**config.mk**
```make
export PLATFORM = sky130hd
export DESIGN_NAME = ika87_core
export DESIGN_NICKNAME = d
export VERILOG_FILES = /design/src/ika_pkg.sv /design/src/ika_timing.sv /design/src/ika_microseq.sv /design/src/ika_addr_unit.sv /design/src/ika_bus_ctrl.sv /design/src/ika87_core.sv
export VERILOG_INCLUDE_DIRS = /design/src
export SDC_FILE = /design/constraint.sdc
export NUM_CORES = 1
export LEC_CHECK = 0
export BUFFER_PORTS_ARGS = -buffer_cell sky130_fd_sc_hd__buf_2
export CAP_MARGIN = 10
export CORE_UTILIZATION = 45
export CTS_CLUSTER_SIZE = 14
export DETAILED_ROUTE_END_ITERATION = 10
export PLACE_DENSITY = 0.63
export SLEW_MARGIN = 5
export SYNTH_ARGS = -nofsm -noshare
export SYNTH_HDL_FRONTEND = slang
export SYNTH_SLANG_ARGS = --single-unit
```
**constraint.sdc**
```tcl
create_clock -name i_emuclk -period 2.5 [get_ports i_emuclk]
set_input_delay 0.5 -clock i_emuclk [delete_from_list [all_inputs] [get_ports i_emuclk]]
set_output_delay 0.5 -clock i_emuclk [all_outputs]
set_load 0.02 [all_outputs]
```
**src/ika_consts.svh**
```systemverilog
`ifndef IKA_CONSTS_SVH
`define IKA_CONSTS_SVH

//////////////////////////////////////////////////////////////////////
// bus widths
//////////////////////////////////////////////////////////////////////

`define IKA_AW              16  // address bus, PC and MA
`define IKA_DW              8   // port D data byte

//////////////////////////////////////////////////////////////////////
// cycle lengths, in pcen ticks
//////////////////////////////////////////////////////////////////////

`define IKA_PH_RD4          12  // opcode fetch, 4 states x 3
`define IKA_PH_3ST          9   // RD3, WR3 and IDLE

//////////////////////////////////////////////////////////////////////
// phase numbers, counted from the edge that enters the phase
//////////////////////////////////////////////////////////////////////

`define IKA_PH_ALE_OFF      1   // ALE low from here on
`define IKA_PH_STB_ON       2   // /RD or /WR goes low
`define IKA_PH_STB_OFF4     8   // /RD back high, RD4
`define IKA_PH_STB_OFF3     6   // /RD or /WR back high, 3-state
`define IKA_PH_SAMPLE       6   // port D latched on entry

`endif

```
**src/ika_pkg.sv**
```systemverilog
package ika_pkg;

    //////////////////////////////////////////////////////////////////////
    // bus access kinds
    //////////////////////////////////////////////////////////////////////

    typedef enum logic [1:0] {
        IDLE = 2'b00,   // no strobes, no ALE
        RD4  = 2'b01,   // opcode fetch
        RD3  = 2'b10,   // operand / data read
        WR3  = 2'b11    // data write
    } bus_acc_e;

    // reduced instruction set, anything else runs as NOP
    typedef enum logic [7:0] {
        NOP   = 8'h00,
        LXIMD = 8'h01,  // MD <- imm16
        MOVMA = 8'h02,  // MA <- MD
        STMD  = 8'h03,  // (MA) <- MD, low byte first
        JMPMD = 8'h04,  // PC <- MD
        LDMD  = 8'h06   // MD <- (MA), low byte first
    } opcode_e;

    // register load applied at cycle end
    typedef enum logic [1:0] {
        NONE       = 2'd0,
        MA_FROM_MD = 2'd1,
        PC_FROM_MD = 2'd2
    } mc_dst_e;

    //////////////////////////////////////////////////////////////////////
    // microcode word and timing strobes
    //////////////////////////////////////////////////////////////////////

    typedef struct packed {
        bus_acc_e next_acc;     // kind of the following bus cycle
        mc_dst_e  dst;          // load done at this cycle's end
        logic     use_ma;       // next cycle addresses through MA
    } mc_word_t;

    typedef struct packed {
        logic pcen;             // raw clock enable
        logic cycle_start;      // phase 0 with pcen
        logic cycle_end;        // last phase with pcen
        logic sample;           // read data valid, latch port D
        logic strobe_on;        // /RD or /WR assert edge
        logic strobe_off;       // strobe release edge
    } tick_t;

    typedef logic [3:0] phase_t;    // phase index 0..11

endpackage

```
**src/ika_timing.sv**
```systemverilog
`include "ika_consts.svh"

module ika_timing import ika_pkg::*; (
    input  logic     i_emuclk,
    input  logic     i_mrst_n,
    input  logic     i_mcuclk_pcen,
    input  bus_acc_e i_next_acc,    // from microcode and taken at cycle end
    output tick_t    o_tick,
    output phase_t   o_phase,
    output bus_acc_e o_cur_acc
);

    localparam int PH = `IKA_PH_RD4;

    // parked on the last phase of an idle cycle so the first pcen opens the fetch
    localparam logic [PH-1:0] SR_RST = PH'(1) << (`IKA_PH_3ST - 1);

    logic [PH-1:0] phase_sr;    // one-hot phase
    bus_acc_e      cur_acc;
    logic          last_ph;     // final phase of current cycle
    logic          off_ph;      // phase just before strobe release

    assign last_ph = (cur_acc == RD4) ? phase_sr[`IKA_PH_RD4-1] : phase_sr[`IKA_PH_3ST-1];
    assign off_ph  = (cur_acc == RD4) ? phase_sr[`IKA_PH_STB_OFF4-1]
                                      : phase_sr[`IKA_PH_STB_OFF3-1];

    always_ff @(posedge i_emuclk) begin
        if (!i_mrst_n) begin
            phase_sr <= SR_RST;
            cur_acc  <= IDLE;
        end else if (i_mcuclk_pcen) begin
            if (last_ph) begin
                phase_sr <= PH'(1);         // wrap to phase 0
                cur_acc  <= i_next_acc;     // next cycle kind taken without delay
            end else begin
                phase_sr <= {phase_sr[PH-2:0], 1'b0};
            end
        end
    end

    // one-hot to index for the bus controller
    always_comb begin
        o_phase = '0;
        for (int i = 0; i < PH; i++) begin
            if (phase_sr[i]) o_phase = phase_t'(i);
        end
    end

    // sample and strobe ticks are edges entering the named phase
    always_comb begin
        o_tick.pcen        = i_mcuclk_pcen;
        o_tick.cycle_start = i_mcuclk_pcen & phase_sr[0];
        o_tick.cycle_end   = i_mcuclk_pcen & last_ph;
        o_tick.sample      = i_mcuclk_pcen & phase_sr[`IKA_PH_SAMPLE-1]
                           & (cur_acc == RD4 || cur_acc == RD3);
        o_tick.strobe_on   = i_mcuclk_pcen & phase_sr[`IKA_PH_STB_ON-1] & (cur_acc != IDLE);
        o_tick.strobe_off  = i_mcuclk_pcen & off_ph;
    end

    assign o_cur_acc = cur_acc;

    a_phase_onehot: assert property (@(posedge i_emuclk) disable iff (!i_mrst_n)
        $onehot(phase_sr));

endmodule

```
**src/ika_microseq.sv**
```systemverilog
module ika_microseq import ika_pkg::*; (
    input  logic     i_emuclk,
    input  logic     i_mrst_n,
    input  tick_t    i_tick,
    input  logic [7:0] i_opcode,    // latched during fetch
    output mc_word_t o_mc
);

    opcode_e    op;
    logic [1:0] step;   // cycle index inside the instruction

    //////////////////////////////////////////////////////////////////////
    // opcode decode
    //////////////////////////////////////////////////////////////////////

    always_comb begin
        case (i_opcode)
            LXIMD, MOVMA, STMD, JMPMD, LDMD: op = opcode_e'(i_opcode);
            default:                         op = NOP;   // unknown, single fetch
        endcase
    end

    // step 0 is the fetch itself, restart whenever the next cycle is a fetch
    always_ff @(posedge i_emuclk) begin
        if (!i_mrst_n) begin
            step <= 2'd0;
        end else if (i_tick.cycle_end) begin
            if (o_mc.next_acc == RD4) step <= 2'd0;
            else                      step <= step + 2'd1;
        end
    end

    //////////////////////////////////////////////////////////////////////
    // step ROM, each entry picks the cycle after the current one
    //////////////////////////////////////////////////////////////////////

    always_comb begin
        o_mc.next_acc = RD4;    // default: back to fetch through PC
        o_mc.dst      = NONE;
        o_mc.use_ma   = 1'b0;
        case (op)
            LXIMD: begin
                if (step < 2'd2) o_mc.next_acc = RD3;     // two immediates via PC
            end
            MOVMA: begin
                if (step == 2'd0) o_mc.next_acc = IDLE;
                else              o_mc.dst      = MA_FROM_MD;
            end
            JMPMD: begin
                if (step == 2'd0) o_mc.next_acc = IDLE;
                else              o_mc.dst      = PC_FROM_MD;  // beats the fetch increment
            end
            STMD: begin
                if (step < 2'd2) begin
                    o_mc.next_acc = WR3;
                    o_mc.use_ma   = 1'b1;
                end
            end
            LDMD: begin
                if (step < 2'd2) begin
                    o_mc.next_acc = RD3;
                    o_mc.use_ma   = 1'b1;
                end
            end
            default: ;  // NOP
        endcase
    end

    // longest instruction is three cycles
    a_step_max: assert property (@(posedge i_emuclk) disable iff (!i_mrst_n)
        step <= 2'd2);

endmodule

```
**src/ika_addr_unit.sv**
```systemverilog
`include "ika_consts.svh"

module ika_addr_unit import ika_pkg::*; (
    input  logic               i_emuclk,
    input  logic               i_mrst_n,
    input  tick_t              i_tick,
    input  bus_acc_e           i_cur_acc,
    input  mc_word_t           i_mc,
    input  logic [`IKA_AW-1:0] i_md,
    output logic [`IKA_AW-1:0] o_addr
);

    logic [`IKA_AW-1:0] pc;
    logic [`IKA_AW-1:0] ma;
    logic               src_ma;     // 0 = PC drives the bus, 1 = MA

    //////////////////////////////////////////////////////////////////////
    // address source
    //////////////////////////////////////////////////////////////////////

    always_ff @(posedge i_emuclk) begin
        if (!i_mrst_n) begin
            src_ma <= 1'b0;
        end else if (i_tick.cycle_end) begin
            src_ma <= i_mc.use_ma;  // holds for the whole next cycle
        end
    end

    //////////////////////////////////////////////////////////////////////
    // PC / MA, all updates on the cycle end edge
    //////////////////////////////////////////////////////////////////////

    always_ff @(posedge i_emuclk) begin
        if (!i_mrst_n) begin
            pc <= '0;
            ma <= '0;
        end else if (i_tick.cycle_end) begin
            // program counter
            if (i_mc.dst == PC_FROM_MD) begin
                pc <= i_md;
            end else if (i_cur_acc == RD4) begin
                pc <= pc + 1'b1;                    // past the opcode
            end else if (i_cur_acc == RD3 && !src_ma) begin
                pc <= pc + 1'b1;                    // immediate byte
            end

            // memory address
            if (i_mc.dst == MA_FROM_MD) begin
                ma <= i_md;
            end else if (i_cur_acc == WR3 || (i_cur_acc == RD3 && src_ma)) begin
                ma <= ma + 1'b1;                    // wraps at 64k
            end
        end
    end

    assign o_addr = src_ma ? ma : pc;

endmodule

```
**src/ika_bus_ctrl.sv**
```systemverilog
`include "ika_consts.svh"

module ika_bus_ctrl import ika_pkg::*; (
    input  logic               i_emuclk,
    input  logic               i_mrst_n,
    input  tick_t              i_tick,
    input  phase_t             i_phase,
    input  bus_acc_e           i_cur_acc,
    input  logic [`IKA_AW-1:0] i_addr,
    input  logic [`IKA_DW-1:0] i_pd_i,
    output logic [7:0]         o_opcode,
    output logic [`IKA_AW-1:0] o_md,
    output logic               o_ale,
    output logic               o_rd_n,
    output logic               o_wr_n,
    output logic [`IKA_DW-1:0] o_pc_o,
    output logic [`IKA_DW-1:0] o_pd_o,
    output logic [`IKA_DW-1:0] o_pd_dir
);

    logic [7:0]         opcode_q;
    logic [`IKA_AW-1:0] md_q;
    logic               in_sel;     // next MD byte to fill, 0 = low
    logic               out_sel;    // next MD byte to write, 0 = low
    logic               rd_q;       // active high internally
    logic               wr_q;
    logic [`IKA_DW-1:0] md_byte;

    //////////////////////////////////////////////////////////////////////
    // opcode and MD input latches
    //////////////////////////////////////////////////////////////////////

    always_ff @(posedge i_emuclk) begin
        if (!i_mrst_n) begin
            opcode_q <= NOP;
            md_q     <= '0;
            in_sel   <= 1'b0;
        end else begin
            if (i_tick.cycle_start && i_cur_acc == RD4) begin
                in_sel <= 1'b0;     // new instruction, low byte first
            end
            if (i_tick.sample) begin
                if (i_cur_acc == RD4) begin
                    opcode_q <= i_pd_i;
                end else begin      // RD3
                    if (in_sel) md_q[15:8] <= i_pd_i;
                    else        md_q[7:0]  <= i_pd_i;
                    in_sel <= ~in_sel;
                end
            end
        end
    end

    // write byte order, low then high across consecutive WR3
    always_ff @(posedge i_emuclk) begin
        if (!i_mrst_n) begin
            out_sel <= 1'b0;
        end else if (i_tick.cycle_start && i_cur_acc == RD4) begin
            out_sel <= 1'b0;
        end else if (i_tick.cycle_end && i_cur_acc == WR3) begin
            out_sel <= ~out_sel;
        end
    end

    //////////////////////////////////////////////////////////////////////
    // strobes
    //////////////////////////////////////////////////////////////////////

    always_ff @(posedge i_emuclk) begin
        if (!i_mrst_n) begin
            rd_q <= 1'b0;
            wr_q <= 1'b0;
        end else if (i_tick.strobe_on) begin
            rd_q <= (i_cur_acc == RD4 || i_cur_acc == RD3);
            wr_q <= (i_cur_acc == WR3);
        end else if (i_tick.strobe_off) begin
            rd_q <= 1'b0;
            wr_q <= 1'b0;
        end
    end

    // ALE over phase 0 only, none on idle cycles
    assign o_ale  = (i_cur_acc != IDLE) && (i_phase < phase_t'(`IKA_PH_ALE_OFF));
    assign o_rd_n = ~rd_q;
    assign o_wr_n = ~wr_q;

    //////////////////////////////////////////////////////////////////////
    // port C / port D
    //////////////////////////////////////////////////////////////////////

    assign md_byte = out_sel ? md_q[15:8] : md_q[7:0];
    assign o_pc_o  = i_addr[15:8];  // high address, whole cycle

    always_comb begin
        if (i_cur_acc == WR3 && i_phase >= phase_t'(`IKA_PH_STB_ON)) begin
            o_pd_o = md_byte;           // write data after address phase
        end else begin
            o_pd_o = i_addr[7:0];       // multiplexed low address
        end
    end

    assign o_pd_dir = rd_q ? '0 : '1;   // input only while /RD low
    assign o_opcode = opcode_q;
    assign o_md     = md_q;

    a_rd_wr_excl: assert property (@(posedge i_emuclk) disable iff (!i_mrst_n)
        !(rd_q && wr_q));

    a_ale_vs_stb: assert property (@(posedge i_emuclk) disable iff (!i_mrst_n)
        !(o_ale && (rd_q || wr_q)));

endmodule

```
**src/ika87_core.sv**
```systemverilog
`include "ika_consts.svh"

module ika87_core import ika_pkg::*; (
    input  logic               i_emuclk,
    input  logic               i_mcuclk_pcen,
    input  logic               i_mrst_n,
    input  logic [`IKA_DW-1:0] i_pd_i,
    output logic               o_ale,
    output logic               o_rd_n,
    output logic               o_wr_n,
    output logic [`IKA_DW-1:0] o_pc_o,
    output logic [`IKA_DW-1:0] o_pd_o,
    output logic [`IKA_DW-1:0] o_pd_dir
);

    tick_t              tick;
    phase_t             phase;
    bus_acc_e           cur_acc;
    mc_word_t           mc;
    logic [7:0]         opcode;     // fed back to the sequencer
    logic [`IKA_AW-1:0] md;
    logic [`IKA_AW-1:0] addr;

    ika_timing u_timing (
        .i_emuclk      (i_emuclk),
        .i_mrst_n      (i_mrst_n),
        .i_mcuclk_pcen (i_mcuclk_pcen),
        .i_next_acc    (mc.next_acc),
        .o_tick        (tick),
        .o_phase       (phase),
        .o_cur_acc     (cur_acc)
    );

    ika_microseq u_microseq (
        .i_emuclk (i_emuclk),
        .i_mrst_n (i_mrst_n),
        .i_tick   (tick),
        .i_opcode (opcode),
        .o_mc     (mc)
    );

    ika_addr_unit u_addr_unit (
        .i_emuclk  (i_emuclk),
        .i_mrst_n  (i_mrst_n),
        .i_tick    (tick),
        .i_cur_acc (cur_acc),
        .i_mc      (mc),
        .i_md      (md),
        .o_addr    (addr)
    );

    ika_bus_ctrl u_bus_ctrl (
        .i_emuclk  (i_emuclk),
        .i_mrst_n  (i_mrst_n),
        .i_tick    (tick),
        .i_phase   (phase),
        .i_cur_acc (cur_acc),
        .i_addr    (addr),
        .i_pd_i    (i_pd_i),
        .o_opcode  (opcode),
        .o_md      (md),
        .o_ale     (o_ale),
        .o_rd_n    (o_rd_n),
        .o_wr_n    (o_wr_n),
        .o_pc_o    (o_pc_o),
        .o_pd_o    (o_pd_o),
        .o_pd_dir  (o_pd_dir)
    );

endmodule

```
==> impl_results.md <==
- Outcome: complete, no violations
- Full die area: 10000 um^2
- Syn Std Cell Area: around 4300 um^2
- Via/cell ratio: 5.96
- Worst Path Arrival: 1.88 ns
- Crit-path cells: nor4_2 -> nand3_1 -> and2_4 -> a211oi_1 -> a21oi_1 -> buf_2
- Synth Area in Compound Gates: between 20% and 30%
- Share of layout cells above drive strength 1: 15.6%
- Gpl congestion: between 0.8 and 0.9
- Lkg Pwr: 0.00166 uW
- Setup crit end kind: primary output
- Crit path to: o_pd_o[7]
- Simple-gate area share of the yosys netlist: 25.9%
- Ys flop type: dfxtp_1
- Clk sink count: 77
- Crit path launch: u_timing.phase_sr[5]$_SDFFE_PN0P_
- # IOs: 38
- Worst Reg2Reg Path Length in Cells: 7
- Slew Limit Fails: 0
- Synth warnings: 0
- Rows: 35
- DR iter-0 viols: 324
- Via count: 4179
- Area Growth Syn to Fin: 9.76%
- # nets final: 585
- Filler instances: 955
- Antenna violations before repair: 0
- Number of CTS-inserted buffers: 9
- Register area share after synthesis: 35.7%
- Final Hold Fails: 0
- Yosys top cell area share: 35.7%
- Synth cell types: 61
- Final wirelength: 12600 um
- Crit path kind: reg -> out
- Worst Hold Class: in -> reg
- Multi-input logic area: 2510 um^2
- Hold_buf cts: 0
- Post-synth top area cell: dfxtp_1
- Rel. slew slack: around 57%
- Cell count after synthesis: 546
- Clock Path Buffers: 2
- Asr flop ratio synth: 0%
- Slowest CP cell: dfxtp_2
- Synth top cells by count: dfxtp_1, nand2_1, a21oi_1
- Post-route insts no fill: approximately 700
- RSZ-0062 raised after global routing: no
- Setup Skew: 0.00693 ns
- CTS root buffer: clkbuf_8
- RR Endpoint: u_addr_unit.pc[8]$_SDFFE_PN0P_
- Xor and xnor area share after synthesis: 0.405%
- DRT antenna net count: 0
- Largest family of logic cells by synthesized area: simple AND/OR/NAND/NOR gates
- Final period utilization: between 90% and 100%
- Critical Path Start Type: register
- Setup TNS: 0 ns
- Most common cell in the netlist: dfxtp_1
- Vias in the first global route: 3785
- Post-Synth Adder-Cell Area: 2.03%
- Post-DP HPWL: ~9000 um
- Power per cell area: 491 nW/um^2
- Critical-path maximum fanout: 16
- PortBufs: 37
- Avg Inst Size Synth: 7.92 um^2
- Worst Tran Pin Value: about 0.65 ns
- Die Wd: approximately 100 um
- Final Setup Violations: 0
- Clk slew on worst S/H paths: 0.08 ns
- Initial Util: 46.5%
- Delay-heaviest family, CP: simple AND/OR/NAND/NOR gates
- Worst Path Buf+Inv: 1
- #FFs+latches synth: 77
- Maxcap violations: 0
- Die Ht: 100 um
- CTS tree: built
- Core area: 9280 um^2
- Maximum vdd drop: 0.346 mV
- Max incr delay on CP: 0.37 ns
- WP data required: 2.00 ns
- Top post-synthesis cells by area: dfxtp_1, a21oi_1, nand2_1, mux2i_1, nor2_1
- H-tree levels: 3
- First-pass GRT wire length: 20200 um
- FF-to-FF Start: u_timing.o_cur_acc[0]$_SDFFE_PN0P_
- Mux cell area share after synthesis: 7.99%
- Dpl cells: 685
- Worst path depth: 6
- Clock latency reported for the late side of the worst-skew pair: about 0.36 ns
- Min cycle time layout: around 2.4 ns
- Reg area: 1540 um^2
- Wire per inst: 17.9 um
- FF-to-FF setup slack: 0.32 ns
- DRC Markers: 0
- Post-synth net total: 564
- EDFF count, synth: 0
- GRT overflow: 0
- Antenna Cells: 0
- Router iterations before antenna repair: 5
- F_max: 0.421 GHz
- Pin count of the biggest net entering global routing: 40
- Total track usage: between 20% and 30%
-- cell families (layout without fill, tap and decap cells) --
| family | Yosys count | in the layout |
|---|---|---|
| buf+inv | 55 | 81 |
| flops | 77 | 77 |
| fa+ha+maj | 7 | 7 |
| simple gates | 223 | 223 |
| xor+xnor | 2 | 2 |
| mux | 33 | 33 |
| compound gates | 149 | 149 |
-- metrics by stage --
stage	power, uW	area, um^2	setup slack, ns	utilization, %	hold slack [ns]
floorplan	1350	4320	0.403	-	0.441
global placement	1400	4540	0.346	48.9	0.478
detailed placement	1400	4540	0.269	48.9	0.484
CTS	2340	4740	0.0565	51.0	0.386
global route	2400	4740	0.00118	51.1	0.401
finish	2330	4740	0.124	51.1	0.397
-- repair_timing --
item | in CTS | in global routing
setup buffers | 0 | 0
resized for setup | 2 | 2
setup endpoints to repair | 8 | 8
hold endpoints to repair | 0 | 0
cloned | 0 | 0
-- registers in the layout (all words and copies together), names as in the netlist, 2 cells and up --
register and flops:
u_bus_ctrl.o_opcode 8, u_timing.o_cur_acc 2, u_bus_ctrl.o_md 16, u_microseq.step 2, u_addr_unit.pc 16, u_timing.phase_sr 12, u_addr_unit.ma 16
-- layout by cell type (no fill, tap or decap), drive strengths merged, types with 2 or more instances in the layout --
| cell type | instances |
|---|---|
| and2 | 2 |
| mux2i | 24 |
| o211ai | 3 |
| nand2 | 69 |
| and3 | 7 |
| a22oi | 8 |
| clkbuf | 11 |
| nor4 | 13 |
| o21ai | 23 |
| nand3b | 2 |
| o221ai | 3 |
| o31a | 2 |
| nor3 | 29 |
| nor2b | 12 |
| o22ai | 10 |
| nor3b | 5 |
| or2 | 2 |
| dfxtp | 77 |
| xor2 | 2 |
| nand3 | 25 |
| buf | 50 |
| a311oi | 3 |
| a21oi | 67 |
| a21o | 2 |
| a211oi | 13 |
| ha | 7 |
| mux2 | 9 |
| and4 | 5 |
| clkinvlp | 3 |
| a31oi | 3 |
| nand4 | 3 |
| inv | 15 |
| nand4b | 2 |
| nor2 | 45 |
-- cell type report --
type,count,share of cell area [%]
clock buffer,11,2.77
inverter,15,1.19
multi-input combinational,414,52.9
tap,129,3.40
timing repair buffer,50,5.96
clock inverter,5,1.29
sequential,77,32.5
-- tightest hold or removal path: stages --
cell     delay [ns]
buf_2          0.11
nand2_1        0.05
a21oi_1        0.05
-- report_power, final --
group	internal [uW]	switching, uW
clock network	464	491
registers	1230	8.94
logic	38.4	94.4
total	1730	594
-- routing by layer --
metal / global-route usage, % / share of wire, % / vias up
li1: - / - / 2015
met1: 35.3 / 46 / 2003
met2: 41.7 / 46 / 138
met3: 4.87 / 6.7 / 23
met4: 9.25 / 1.8 / 0
met5: 0 / 0 / -
-- worst min-delay path by stage --
stage / start / end / slack [ns] / depth (start not counted)
global placement: u_bus_ctrl.o_opcode[5]$_SDFFE_PN0P_ / u_bus_ctrl.o_opcode[5]$_SDFFE_PN0P_ / 0.48 / 2
floorplan: u_addr_unit.ma[15]$_SDFFE_PN0P_ / u_addr_unit.ma[15]$_SDFFE_PN0P_ / 0.44 / 1
global route: i_pd_i[6] / u_bus_ctrl.o_opcode[6]$_SDFFE_PN0P_ / 0.40 / 3
finish: i_pd_i[6] / u_bus_ctrl.o_opcode[6]$_SDFFE_PN0P_ / 0.40 / 3
detailed placement: u_addr_unit.ma[15]$_SDFFE_PN0P_ / u_addr_unit.ma[15]$_SDFFE_PN0P_ / 0.48 / 1
CTS: i_pd_i[6] / u_bus_ctrl.o_opcode[6]$_SDFFE_PN0P_ / 0.39 / 3
No activity file was read; power rests on OpenSTA's default activity.
